### config.mk
export PLATFORM = sky130hd
export DESIGN_NAME = fft_top
export DESIGN_NICKNAME = d
export VERILOG_FILES = /design/src/fft_pkg.sv /design/src/fft_core.sv /design/src/fft_serial_in.sv /design/src/fft_serial_out.sv /design/src/fft_stage.sv /design/src/fft_top.sv /design/src/fft_twiddle.sv
export SDC_FILE = /design/constraint.sdc
export NUM_CORES = 2
export LEC_CHECK = 0
export ABC_AREA = 1
export BUFFER_PORTS_ARGS = -buffer_cell sky130_fd_sc_hd__buf_2
export CORE_MARGIN = 1
export CORE_UTILIZATION = 65
export DETAILED_ROUTE_END_ITERATION = 6
export GPL_ROUTABILITY_DRIVEN = 0
export PLACE_DENSITY = 0.93
export SKIP_CTS_REPAIR_TIMING = 1
export SYNTH_ARGS = -nofsm -noshare
export SYNTH_HDL_FRONTEND = slang
export SYNTH_SLANG_ARGS = --single-unit
### constraint.sdc
create_clock -name CLK -period 46.1 [get_ports CLK]
set_clock_uncertainty 0.05 [all_clocks]
set_input_delay 9.22 -clock CLK [delete_from_list [all_inputs] [get_ports CLK]]
set_output_delay 9.22 -clock CLK [all_outputs]
set_load 0.03 [all_outputs]
### src/fft_pkg.sv
package fft_pkg;

	// Frame and word sizes
	localparam int N_POINTS = 8;
	localparam int SAMPLE_W = 9;
	localparam int OUT_W = SAMPLE_W + 4; // Growth of log2(8) plus one for the twiddles

	// Width of the bit counters in the serial blocks
	localparam int CNT_W = $clog2(OUT_W);

	// W8^1 magnitude as 181/256
	localparam int TW_COEF = 181;
	localparam int TW_SHIFT = 8;

	typedef struct packed {
		logic signed [OUT_W-1:0] re;
		logic signed [OUT_W-1:0] im;
	} cplx_t;

	// Element i is sample or bin i
	typedef cplx_t [N_POINTS-1:0] frame_t;

	// One serial bit per sample, bit i for sample i
	typedef struct packed {
		logic [N_POINTS-1:0] re;
		logic [N_POINTS-1:0] im;
	} lane_bits_t;

endpackage

### src/fft_core.sv
`timescale 1ns/1ps

module fft_core (
	input  logic            CLK,
	input  logic            RST,
	input  fft_pkg::frame_t samples,
	input  logic            samples_valid,
	output fft_pkg::frame_t spectrum,
	output logic            spectrum_valid
);

	fft_pkg::frame_t chain [4];
	logic [3:0] vld;

	// Bit-reversed input order
	for (genvar i = 0; i < fft_pkg::N_POINTS; i++) begin : g_rev
		localparam int R = ((i & 1) << 2) | (i & 2) | ((i >> 2) & 1);
		assign chain[0][i] = samples[R];
	end

	assign vld[0] = samples_valid;

	for (genvar s = 1; s <= 3; s++) begin : g_stage
		fft_stage #(
			.STAGE(s)
		) u_stage (
			.CLK       (CLK),
			.RST       (RST),
			.din       (chain[s-1]),
			.din_valid (vld[s-1]),
			.dout      (chain[s]),
			.dout_valid(vld[s])
		);
	end

	assign spectrum = chain[3];
	assign spectrum_valid = vld[3];

endmodule

### src/fft_serial_in.sv
`timescale 1ns/1ps

module fft_serial_in (
	input  logic                CLK,
	input  logic                RST,
	input  logic                load,
	input  fft_pkg::lane_bits_t in_bits,
	output logic                ready,
	output fft_pkg::frame_t     samples,
	output logic                samples_valid
);

	logic [fft_pkg::N_POINTS-1:0][fft_pkg::SAMPLE_W-1:0] sh_re;
	logic [fft_pkg::N_POINTS-1:0][fft_pkg::SAMPLE_W-1:0] sh_im;
	logic [fft_pkg::N_POINTS-1:0][fft_pkg::SAMPLE_W-1:0] nxt_re;
	logic [fft_pkg::N_POINTS-1:0][fft_pkg::SAMPLE_W-1:0] nxt_im;
	logic [fft_pkg::CNT_W-1:0] cnt; // Cycle number within the frame
	logic busy;
	logic accept;
	logic shift_en;
	logic last;

	assign ready = !busy;
	assign accept = load && ready;
	assign shift_en = accept || (busy && cnt < fft_pkg::CNT_W'(fft_pkg::SAMPLE_W));
	assign last = busy && cnt == fft_pkg::CNT_W'(fft_pkg::SAMPLE_W - 1);

	// Frame counter, busy for OUT_W cycles from the load
	always_ff @(posedge CLK or posedge RST) begin
		if (RST) begin
			busy <= 1'b0;
			cnt <= '0;
		end else if (accept) begin
			busy <= 1'b1;
			cnt <= fft_pkg::CNT_W'(1);
		end else if (busy) begin
			if (cnt == fft_pkg::CNT_W'(fft_pkg::OUT_W - 1)) begin
				busy <= 1'b0;
				cnt <= '0;
			end else begin
				cnt <= cnt + 1'b1;
			end
		end
	end

	// LSB first, new bit enters at the top
	always_comb begin
		for (int i = 0; i < fft_pkg::N_POINTS; i++) begin
			nxt_re[i] = {in_bits.re[i], sh_re[i][fft_pkg::SAMPLE_W-1:1]};
			nxt_im[i] = {in_bits.im[i], sh_im[i][fft_pkg::SAMPLE_W-1:1]};
		end
	end

	always_ff @(posedge CLK or posedge RST) begin
		if (RST) begin
			sh_re <= '0;
			sh_im <= '0;
			samples <= '0;
			samples_valid <= 1'b0;
		end else begin
			samples_valid <= last;
			if (shift_en) begin
				sh_re <= nxt_re;
				sh_im <= nxt_im;
			end
			if (last) begin
				for (int i = 0; i < fft_pkg::N_POINTS; i++) begin
					samples[i].re <= {{(fft_pkg::OUT_W - fft_pkg::SAMPLE_W){nxt_re[i][fft_pkg::SAMPLE_W-1]}},
						nxt_re[i]};
					samples[i].im <= {{(fft_pkg::OUT_W - fft_pkg::SAMPLE_W){nxt_im[i][fft_pkg::SAMPLE_W-1]}},
						nxt_im[i]};
				end
			end
		end
	end

endmodule

### src/fft_serial_out.sv
`timescale 1ns/1ps

module fft_serial_out (
	input  logic                CLK,
	input  logic                RST,
	input  fft_pkg::frame_t     spectrum,
	input  logic                spectrum_valid,
	output logic                out_valid,
	output fft_pkg::lane_bits_t out_bits
);

	fft_pkg::frame_t sh;
	logic [fft_pkg::CNT_W-1:0] cnt; // Bits already sent

	always_ff @(posedge CLK or posedge RST) begin
		if (RST) begin
			sh <= '0;
			cnt <= '0;
			out_valid <= 1'b0;
		end else if (spectrum_valid) begin
			// A new frame may land right on the last bit of the previous one
			sh <= spectrum;
			cnt <= '0;
			out_valid <= 1'b1;
		end else if (out_valid) begin
			for (int i = 0; i < fft_pkg::N_POINTS; i++) begin
				sh[i].re <= sh[i].re >> 1;
				sh[i].im <= sh[i].im >> 1;
			end
			if (cnt == fft_pkg::CNT_W'(fft_pkg::OUT_W - 1)) begin
				cnt <= '0;
				out_valid <= 1'b0;
			end else begin
				cnt <= cnt + 1'b1;
			end
		end
	end

	always_comb begin
		for (int i = 0; i < fft_pkg::N_POINTS; i++) begin
			out_bits.re[i] = sh[i].re[0];
			out_bits.im[i] = sh[i].im[0];
		end
	end

endmodule

### src/fft_stage.sv
`timescale 1ns/1ps

module fft_stage #(
	parameter int STAGE = 1
) (
	input  logic            CLK,
	input  logic            RST,
	input  fft_pkg::frame_t din,
	input  logic            din_valid,
	output fft_pkg::frame_t dout,
	output logic            dout_valid
);

	localparam int H = 1 << (STAGE - 1); // Half span

	fft_pkg::frame_t nxt;

	for (genvar bf = 0; bf < fft_pkg::N_POINTS / 2; bf++) begin : g_bfly
		// Lower position of this butterfly and its twiddle index
		localparam int LO = (bf / H) * 2 * H + bf % H;
		localparam int K = (bf % H) * 4 / H;

		fft_pkg::cplx_t a;
		fft_pkg::cplx_t b;
		fft_pkg::cplx_t t;

		assign a = din[LO];
		assign b = din[LO + H];

		if (K == 0) begin : g_w0
			assign t = b;
		end else if (K == 2) begin : g_w2
			assign t = '{re: b.im, im: -b.re}; // Multiply by -j
		end else begin : g_wodd
			fft_twiddle u_twiddle (
				.din        (b),
				.odd_quarter(K == 3),
				.dout       (t)
			);
		end

		assign nxt[LO] = '{re: a.re + t.re, im: a.im + t.im};
		assign nxt[LO + H] = '{re: a.re - t.re, im: a.im - t.im};
	end

	always_ff @(posedge CLK or posedge RST) begin
		if (RST) begin
			dout <= '0;
			dout_valid <= 1'b0;
		end else begin
			dout_valid <= din_valid;
			if (din_valid) begin
				dout <= nxt;
			end
		end
	end

endmodule

### src/fft_top.sv
`timescale 1ns/1ps

module fft_top (
	input  logic                CLK,
	input  logic                RST,
	input  logic                load,
	input  fft_pkg::lane_bits_t in_bits,
	output logic                ready,
	output logic                out_valid,
	output fft_pkg::lane_bits_t out_bits
);

	fft_pkg::frame_t samples;
	fft_pkg::frame_t spectrum;
	logic samples_valid;
	logic spectrum_valid;

	fft_serial_in u_serial_in (
		.CLK          (CLK),
		.RST          (RST),
		.load         (load),
		.in_bits      (in_bits),
		.ready        (ready),
		.samples      (samples),
		.samples_valid(samples_valid)
	);

	// Three registered butterfly stages
	fft_core u_core (
		.CLK           (CLK),
		.RST           (RST),
		.samples       (samples),
		.samples_valid (samples_valid),
		.spectrum      (spectrum),
		.spectrum_valid(spectrum_valid)
	);

	fft_serial_out u_serial_out (
		.CLK           (CLK),
		.RST           (RST),
		.spectrum      (spectrum),
		.spectrum_valid(spectrum_valid),
		.out_valid     (out_valid),
		.out_bits      (out_bits)
	);

endmodule

### src/fft_twiddle.sv
`timescale 1ns/1ps

module fft_twiddle (
	input  fft_pkg::cplx_t din,
	input  logic           odd_quarter, // 0 for W1, 1 for W3
	output fft_pkg::cplx_t dout
);

	localparam int P_W = fft_pkg::OUT_W + 10;
	localparam logic signed [P_W-1:0] COEF = P_W'(fft_pkg::TW_COEF);

	logic signed [fft_pkg::OUT_W:0] sum;
	logic signed [fft_pkg::OUT_W:0] diff;
	logic signed [P_W-1:0] p_sum;
	logic signed [P_W-1:0] p_diff;
	logic signed [P_W-1:0] p_nsum;
	logic signed [P_W-1:0] s_sum;
	logic signed [P_W-1:0] s_diff;
	logic signed [P_W-1:0] s_nsum;

	assign sum = din.re + din.im;
	assign diff = din.im - din.re;

	// Full products, floor by arithmetic shift
	assign p_sum = P_W'(sum) * COEF;
	assign p_diff = P_W'(diff) * COEF;
	assign p_nsum = -p_sum; // Negated before the shift so the floor stays exact

	assign s_sum = p_sum >>> fft_pkg::TW_SHIFT;
	assign s_diff = p_diff >>> fft_pkg::TW_SHIFT;
	assign s_nsum = p_nsum >>> fft_pkg::TW_SHIFT;

	always_comb begin
		if (odd_quarter) begin
			dout.re = s_diff[fft_pkg::OUT_W-1:0];
			dout.im = s_nsum[fft_pkg::OUT_W-1:0];
		end else begin
			dout.re = s_sum[fft_pkg::OUT_W-1:0];
			dout.im = s_diff[fft_pkg::OUT_W-1:0];
		end
	end

endmodule

## Yosys cells after proc, flatten, opt, wreduce, memory -nomap -nowiden

Cells that the tools add are included.

| cells by class | value |
|---|---|
| add/sub/neg operators | 58 |
| $mul | 4 |
| $lt $le $gt $ge | 1 |
| equality and inequality tests | 3 |
| muxes and demuxes | 14 |
| reduce and logical (&&, ||, !) cells | 7 |

Operator list:

| operator | count |
|---|---|
| 208-bit 2-to-1 mux | 2 |
| 13-bit adder | 16 |
| 13-bit subtractor | 16 |
| 14-bit by 9-bit multiplier with 21-bit output, second input constant | 4 |
| 9-bit by 9-bit adder with 10-bit output | 8 |
| 9-bit by 9-bit subtractor with 10-bit output | 8 |
| 13-bit negation | 3 |
| 13-bit by 13-bit adder with 14-bit output | 2 |
| 13-bit by 13-bit subtractor with 14-bit output | 2 |
| 4-bit 2-to-1 mux | 6 |
| 21-bit negation | 1 |
| 4-bit == test, second input constant | 3 |
| 4-bit by 1-bit adder with 4-bit output, second input constant | 2 |
| 1-bit 2-to-1 mux | 6 |
| 4-bit less-than comparator, second input constant | 1 |
| 2-bit nonzero test | 2 |
| 1-bit logical AND | 3 |
| 1-bit zero test | 1 |
| 1-bit logical OR | 1 |

| storage, ports and cells | value |
|---|---|
| bits in registers | 1134 |
| input port bits | 19 |
| output and inout bits | 18 |
| word-level logic and storage cells | 191 |

## Longest topological paths before layout

| depth | value |
|---|---|
| depth after elaboration | 4 |
| gate-level depth with buffers | 48 |
| mapped depth without buffers | 46 |

## Modules after synthesis

Synthesis repeated with hierarchy kept, for this count alone.

| second synthesis, totals | value |
|---|---|
| cell total of the unflattened synthesis | 13123 |
| area total of the unflattened synthesis | 90750.8 µm² |

By module, submodules not included:

| module | times used | cells each | area each (µm²) |
|---|---|---|---|
| fft_stage (u_core.g_stage[1].u_stage) | 1 | 3074 | 19112.1 |
| fft_stage (u_core.g_stage[2].u_stage) | 1 | 2877 | 18836.8 |
| fft_stage (u_core.g_stage[3].u_stage) | 1 | 2854 | 18595.3 |
| fft_serial_in | 1 | 1267 | 11277.1 |
| fft_serial_out | 1 | 1118 | 9205.1 |
| fft_twiddle (u_core.g_stage[3].u_stage.g_bfly[3].g_wodd.u_twiddle) | 1 | 963 | 6885.4 |
| fft_twiddle (u_core.g_stage[3].u_stage.g_bfly[1].g_wodd.u_twiddle) | 1 | 970 | 6839.1 |

## Worst setup path after synthesis

Ideal clock, no wire load.

| path | value |
|---|---|
| path kind | input to register |
| start point | input load |
| end point | register u_serial_in.sh_re, in the netlist u_serial_in.nxt_re[18] |
| library setup time | 0.130 ns |
| arrival time | 10.180 ns |
| data required time | 45.920 ns |
| slack | 35.740 ns |
| stages | 5 |
| cells stage by stage | or2_2 -> nand2_1 -> clkbuf_1 -> clkbuf_1 -> o21ai_0 |

| on the way | value |
|---|---|
| longest elaborated chain between the ends | 2 |

RTL lines:

| what | line | RTL |
|---|---|---|
| start, declared | fft_top.sv:6 | `input logic load,` |
| 1-bit logical AND | fft_serial_in.sv:24 | `assign accept = load && ready;` |
| 1-bit logical OR | fft_serial_in.sv:25 | `assign shift_en = accept \|\| (busy && cnt < fft_pkg::CNT_W'(fft_pkg::SAMPLE_W));` |
| end signal, assigned | fft_serial_in.sv:63 | `sh_re <= nxt_re;` |
| end, declared | fft_serial_in.sv:13 | `logic [fft_pkg::N_POINTS-1:0][fft_pkg::SAMPLE_W-1:0] sh_re;` |

No other way between the ends.
A chain may end at the register's enable or synchronous reset.

==> flow_summary.ini <==
[yosys]
synth_edf_count = 0
netlist_instances = 9272
synth-seq-cells = 1046
synth.avg_cell_area_um2 = 8.02
async_reset_ff_share_pct = 100
netlist_area_um2 = 74300
synth_warnings = 0
synthFlopType = dfrtp_1
yosysSeqAreaShare_pct = 35.2
syn-num-nets = 10300
yosysUniqueCellTypes = 62

[final_layout]
final_cell_mix = nand2_1 (1828), inv_1 (1646), o21ai_0 (1068), dfrtp_1 (1042), ha_1 (826)
layout_commonest_cell = nand2_1
drive_gt1_share_pct = 3.80
synthToLayoutAreaGrowth_pct = 6.12
nets = 10100

[floorplanning]
start_util_pct = 65.8
ios = 37
die_w_um = 340
coreArea_um2 = 113000
die-area_um2 = 116000
die_h_um = 340
core.rowCount = 123

[place]
port_buffers = 36
hpwlAfterDp_mm = 150

[global_route]
antenna_found_initial = 12
grtUsageTotal_pct = 36.5
grt_pass1_vias = 65700
grt_pass1_wl_mm = 342
grt_overflow = 0
grt_max_degree = 185

[sta]
rsz0062_at_grt = no
fin_tns_setup_ns = 0
finalHoldViolCount = 0
setup_viol = 0
slew_violations = 0
min_period_over_period_pct = 27.1
worst_pin_slew_ns = 1.41
timing.fmax_ghz = 0.0801
slew_headroom_pct = 4.97
finalCriticalPeriod_ns = 12.48

[cts]
cts-buffers-inserted = 108
path_clk_slew_ns = 0.06
h-tree-depth = 3
clk_latency_ns = 0.74
cts_sinks = 1046
cts_buffer_depth = 3
cts_tree = built
cts-root-buf = clkbuf_16

[detailed_routing]
dr.pass1.iters = 7
drcViolationCount = 51
detail_route.iter0.violations = 9512
routed_via_density = 6.25
detail-route-antenna-nets = 0
vias = 66800
avgRoutedWirePerCell_um = 20.0
drt_wl_total_mm = 213

[setup_path]
critPathTopFamily = buffers and inverters
crit_type = in2async
worst-path-buf-inv = 6
required_ns = 46.85
crit_path_end_kind = async pin
cp_max_fo = 134
cp_cell_sequence = buf_2 -> inv_8 -> buf_4 -> buf_4 -> buf_4 -> buf_4
worstSetupStartpointType = primary input
arrival_ns = 13.23
r2r_setup_slack_ns = 37.98
critPathMaxStageDelay_ns = 0.93
critPathSlowestCell = buf_4
crit_top_cell = buf_4

[min_path]
hp-class = reg2reg

[outcome]
status = finished, violations left
failed_checks = design-rule violations

[flow_run]
maxCapViolCount = 0
==> worst reg2reg max path: cells and delay by family, from the launching register on <==
family | cells | cell delay, ns
buf+inv | 6 | 0.49
compound gates | 8 | 1.39
simple gates | 12 | 1.49
fa+ha+maj | 7 | 3.21
flops | 1 | 0.41
xor+xnor | 2 | 1.00
==> path summary, 6_finish.rpt <==
| path | start | end | depth (start not counted) |
|---|---|---|---|
| worst max-delay path | RST | u_serial_out.out_bits[0] | 6 |
| worst min-delay path | u_serial_out.sh[116] | u_serial_out.sh[116] | 2 |
| worst max register to register | u_core.g_stage[2].u_stage.dout[132] | u_core.g_stage[3].u_stage.dout[51] | 35 |
| worst min register to register | u_serial_out.sh[116] | u_serial_out.sh[116] | 2 |
| max in group CLK | load | u_serial_in.nxt_re[11] | 7 |
| min in group asynchronous | RST | u_serial_in.samples[46] | 2 |
==> metrics by stage <==
| step | utilization [%] | cell area, µm² | worst slack [ns] | std cells | hold slack (ns) |
|---|---|---|---|---|---|
| after floorplan | - | 74300 | 7.39 | 9272 | 0.299 |
| after detailed placement | 66.5 | 75200 | 32.76 | 10500 | 0.404 |
| after global routing | 69.8 | 78900 | 32.92 | 10700 | 0.436 |
| after CTS | 69.8 | 78900 | 33.52 | 10700 | 0.419 |
| after global placement | 66.5 | 75200 | 32.86 | 10500 | 0.398 |
| final | 69.8 | 78900 | 33.62 | 10700 | 0.419 |
==> registers in the layout, indices dropped and copies added, names as in the netlist <==
signal                             flops
u_serial_in.samples_valid              1
u_serial_in.samples                  144
u_serial_out.cnt                       4
u_core.g_stage.u_stage.dout_valid      3
u_core.g_stage.u_stage.dout          552
u_serial_out.sh                      192
u_serial_out.out_bits                 16
u_serial_in.nxt_re                    64
u_serial_in.cnt                        4
u_serial_in.nxt_im                    64
u_serial_in.busy                       1
u_serial_out.out_valid                 1
==> layout make-up <==
| cell class | count | area (µm²) |
|---|---|---|
| Antenna cell | 6 | 15.0 |
| Clock buffer | 147 | 3010 |
| Clock inverter | 50 | 709 |
| Fill cell | 7646 | 34100 |
| Inverter | 1653 | 6230 |
| Multi-Input combinational cell | 6214 | 40400 |
| Sequential cell | 1046 | 26200 |
| Tap cell | 1500 | 1880 |
| Timing Repair Buffer | 68 | 433 |
==> kinds of logic (layout without fill, tap and decap cells) <==
family                   count (synthesis)  after routing  share of synthesized area (%)
XOR/XNOR                               309            309                           3.71
AO/OA/AOI/OAI                         2018           2018                           15.5
flip-flops                            1046           1046                           35.2
adder cells (fa/ha/maj)               1024           1024                           19.2
other                                    0              6                              0
AND/OR/NAND/NOR                       2863           2863                           15.9
buffers and inverters                 2012           1918                           10.5
==> per-layer routing <==
layer	global-route usage, %	part of all wire (%)
met5	0	0.048
met4	22.6	7.3
met3	10.7	13
met1	45.3	36
met2	56.3	44
==> synth_stat cells, types with 42 or more instances <==
cell,count,area [µm²]
nor2_1,410,1540
nor3_1,81,405
o211ai_1,51,383
inv_1,1649,6190
buf_2,94,470
fa_1,198,3960
o21ai_0,1068,5350
a21oi_1,398,1990
nand4_1,91,569
o22ai_1,42,263
a22oi_1,56,420
o21bai_1,51,383
o221ai_1,101,885
dfrtp_1,1046,26200
ha_1,826,10300
nand2_1,1829,6870
xor2_1,280,2450
nand3_1,319,1600
a31oi_1,95,594
clkbuf_1,216,811
Power is left out: the tool's default activity adds up to more than one toggle a clock period on the data nets, which glitch-free logic cannot reach.
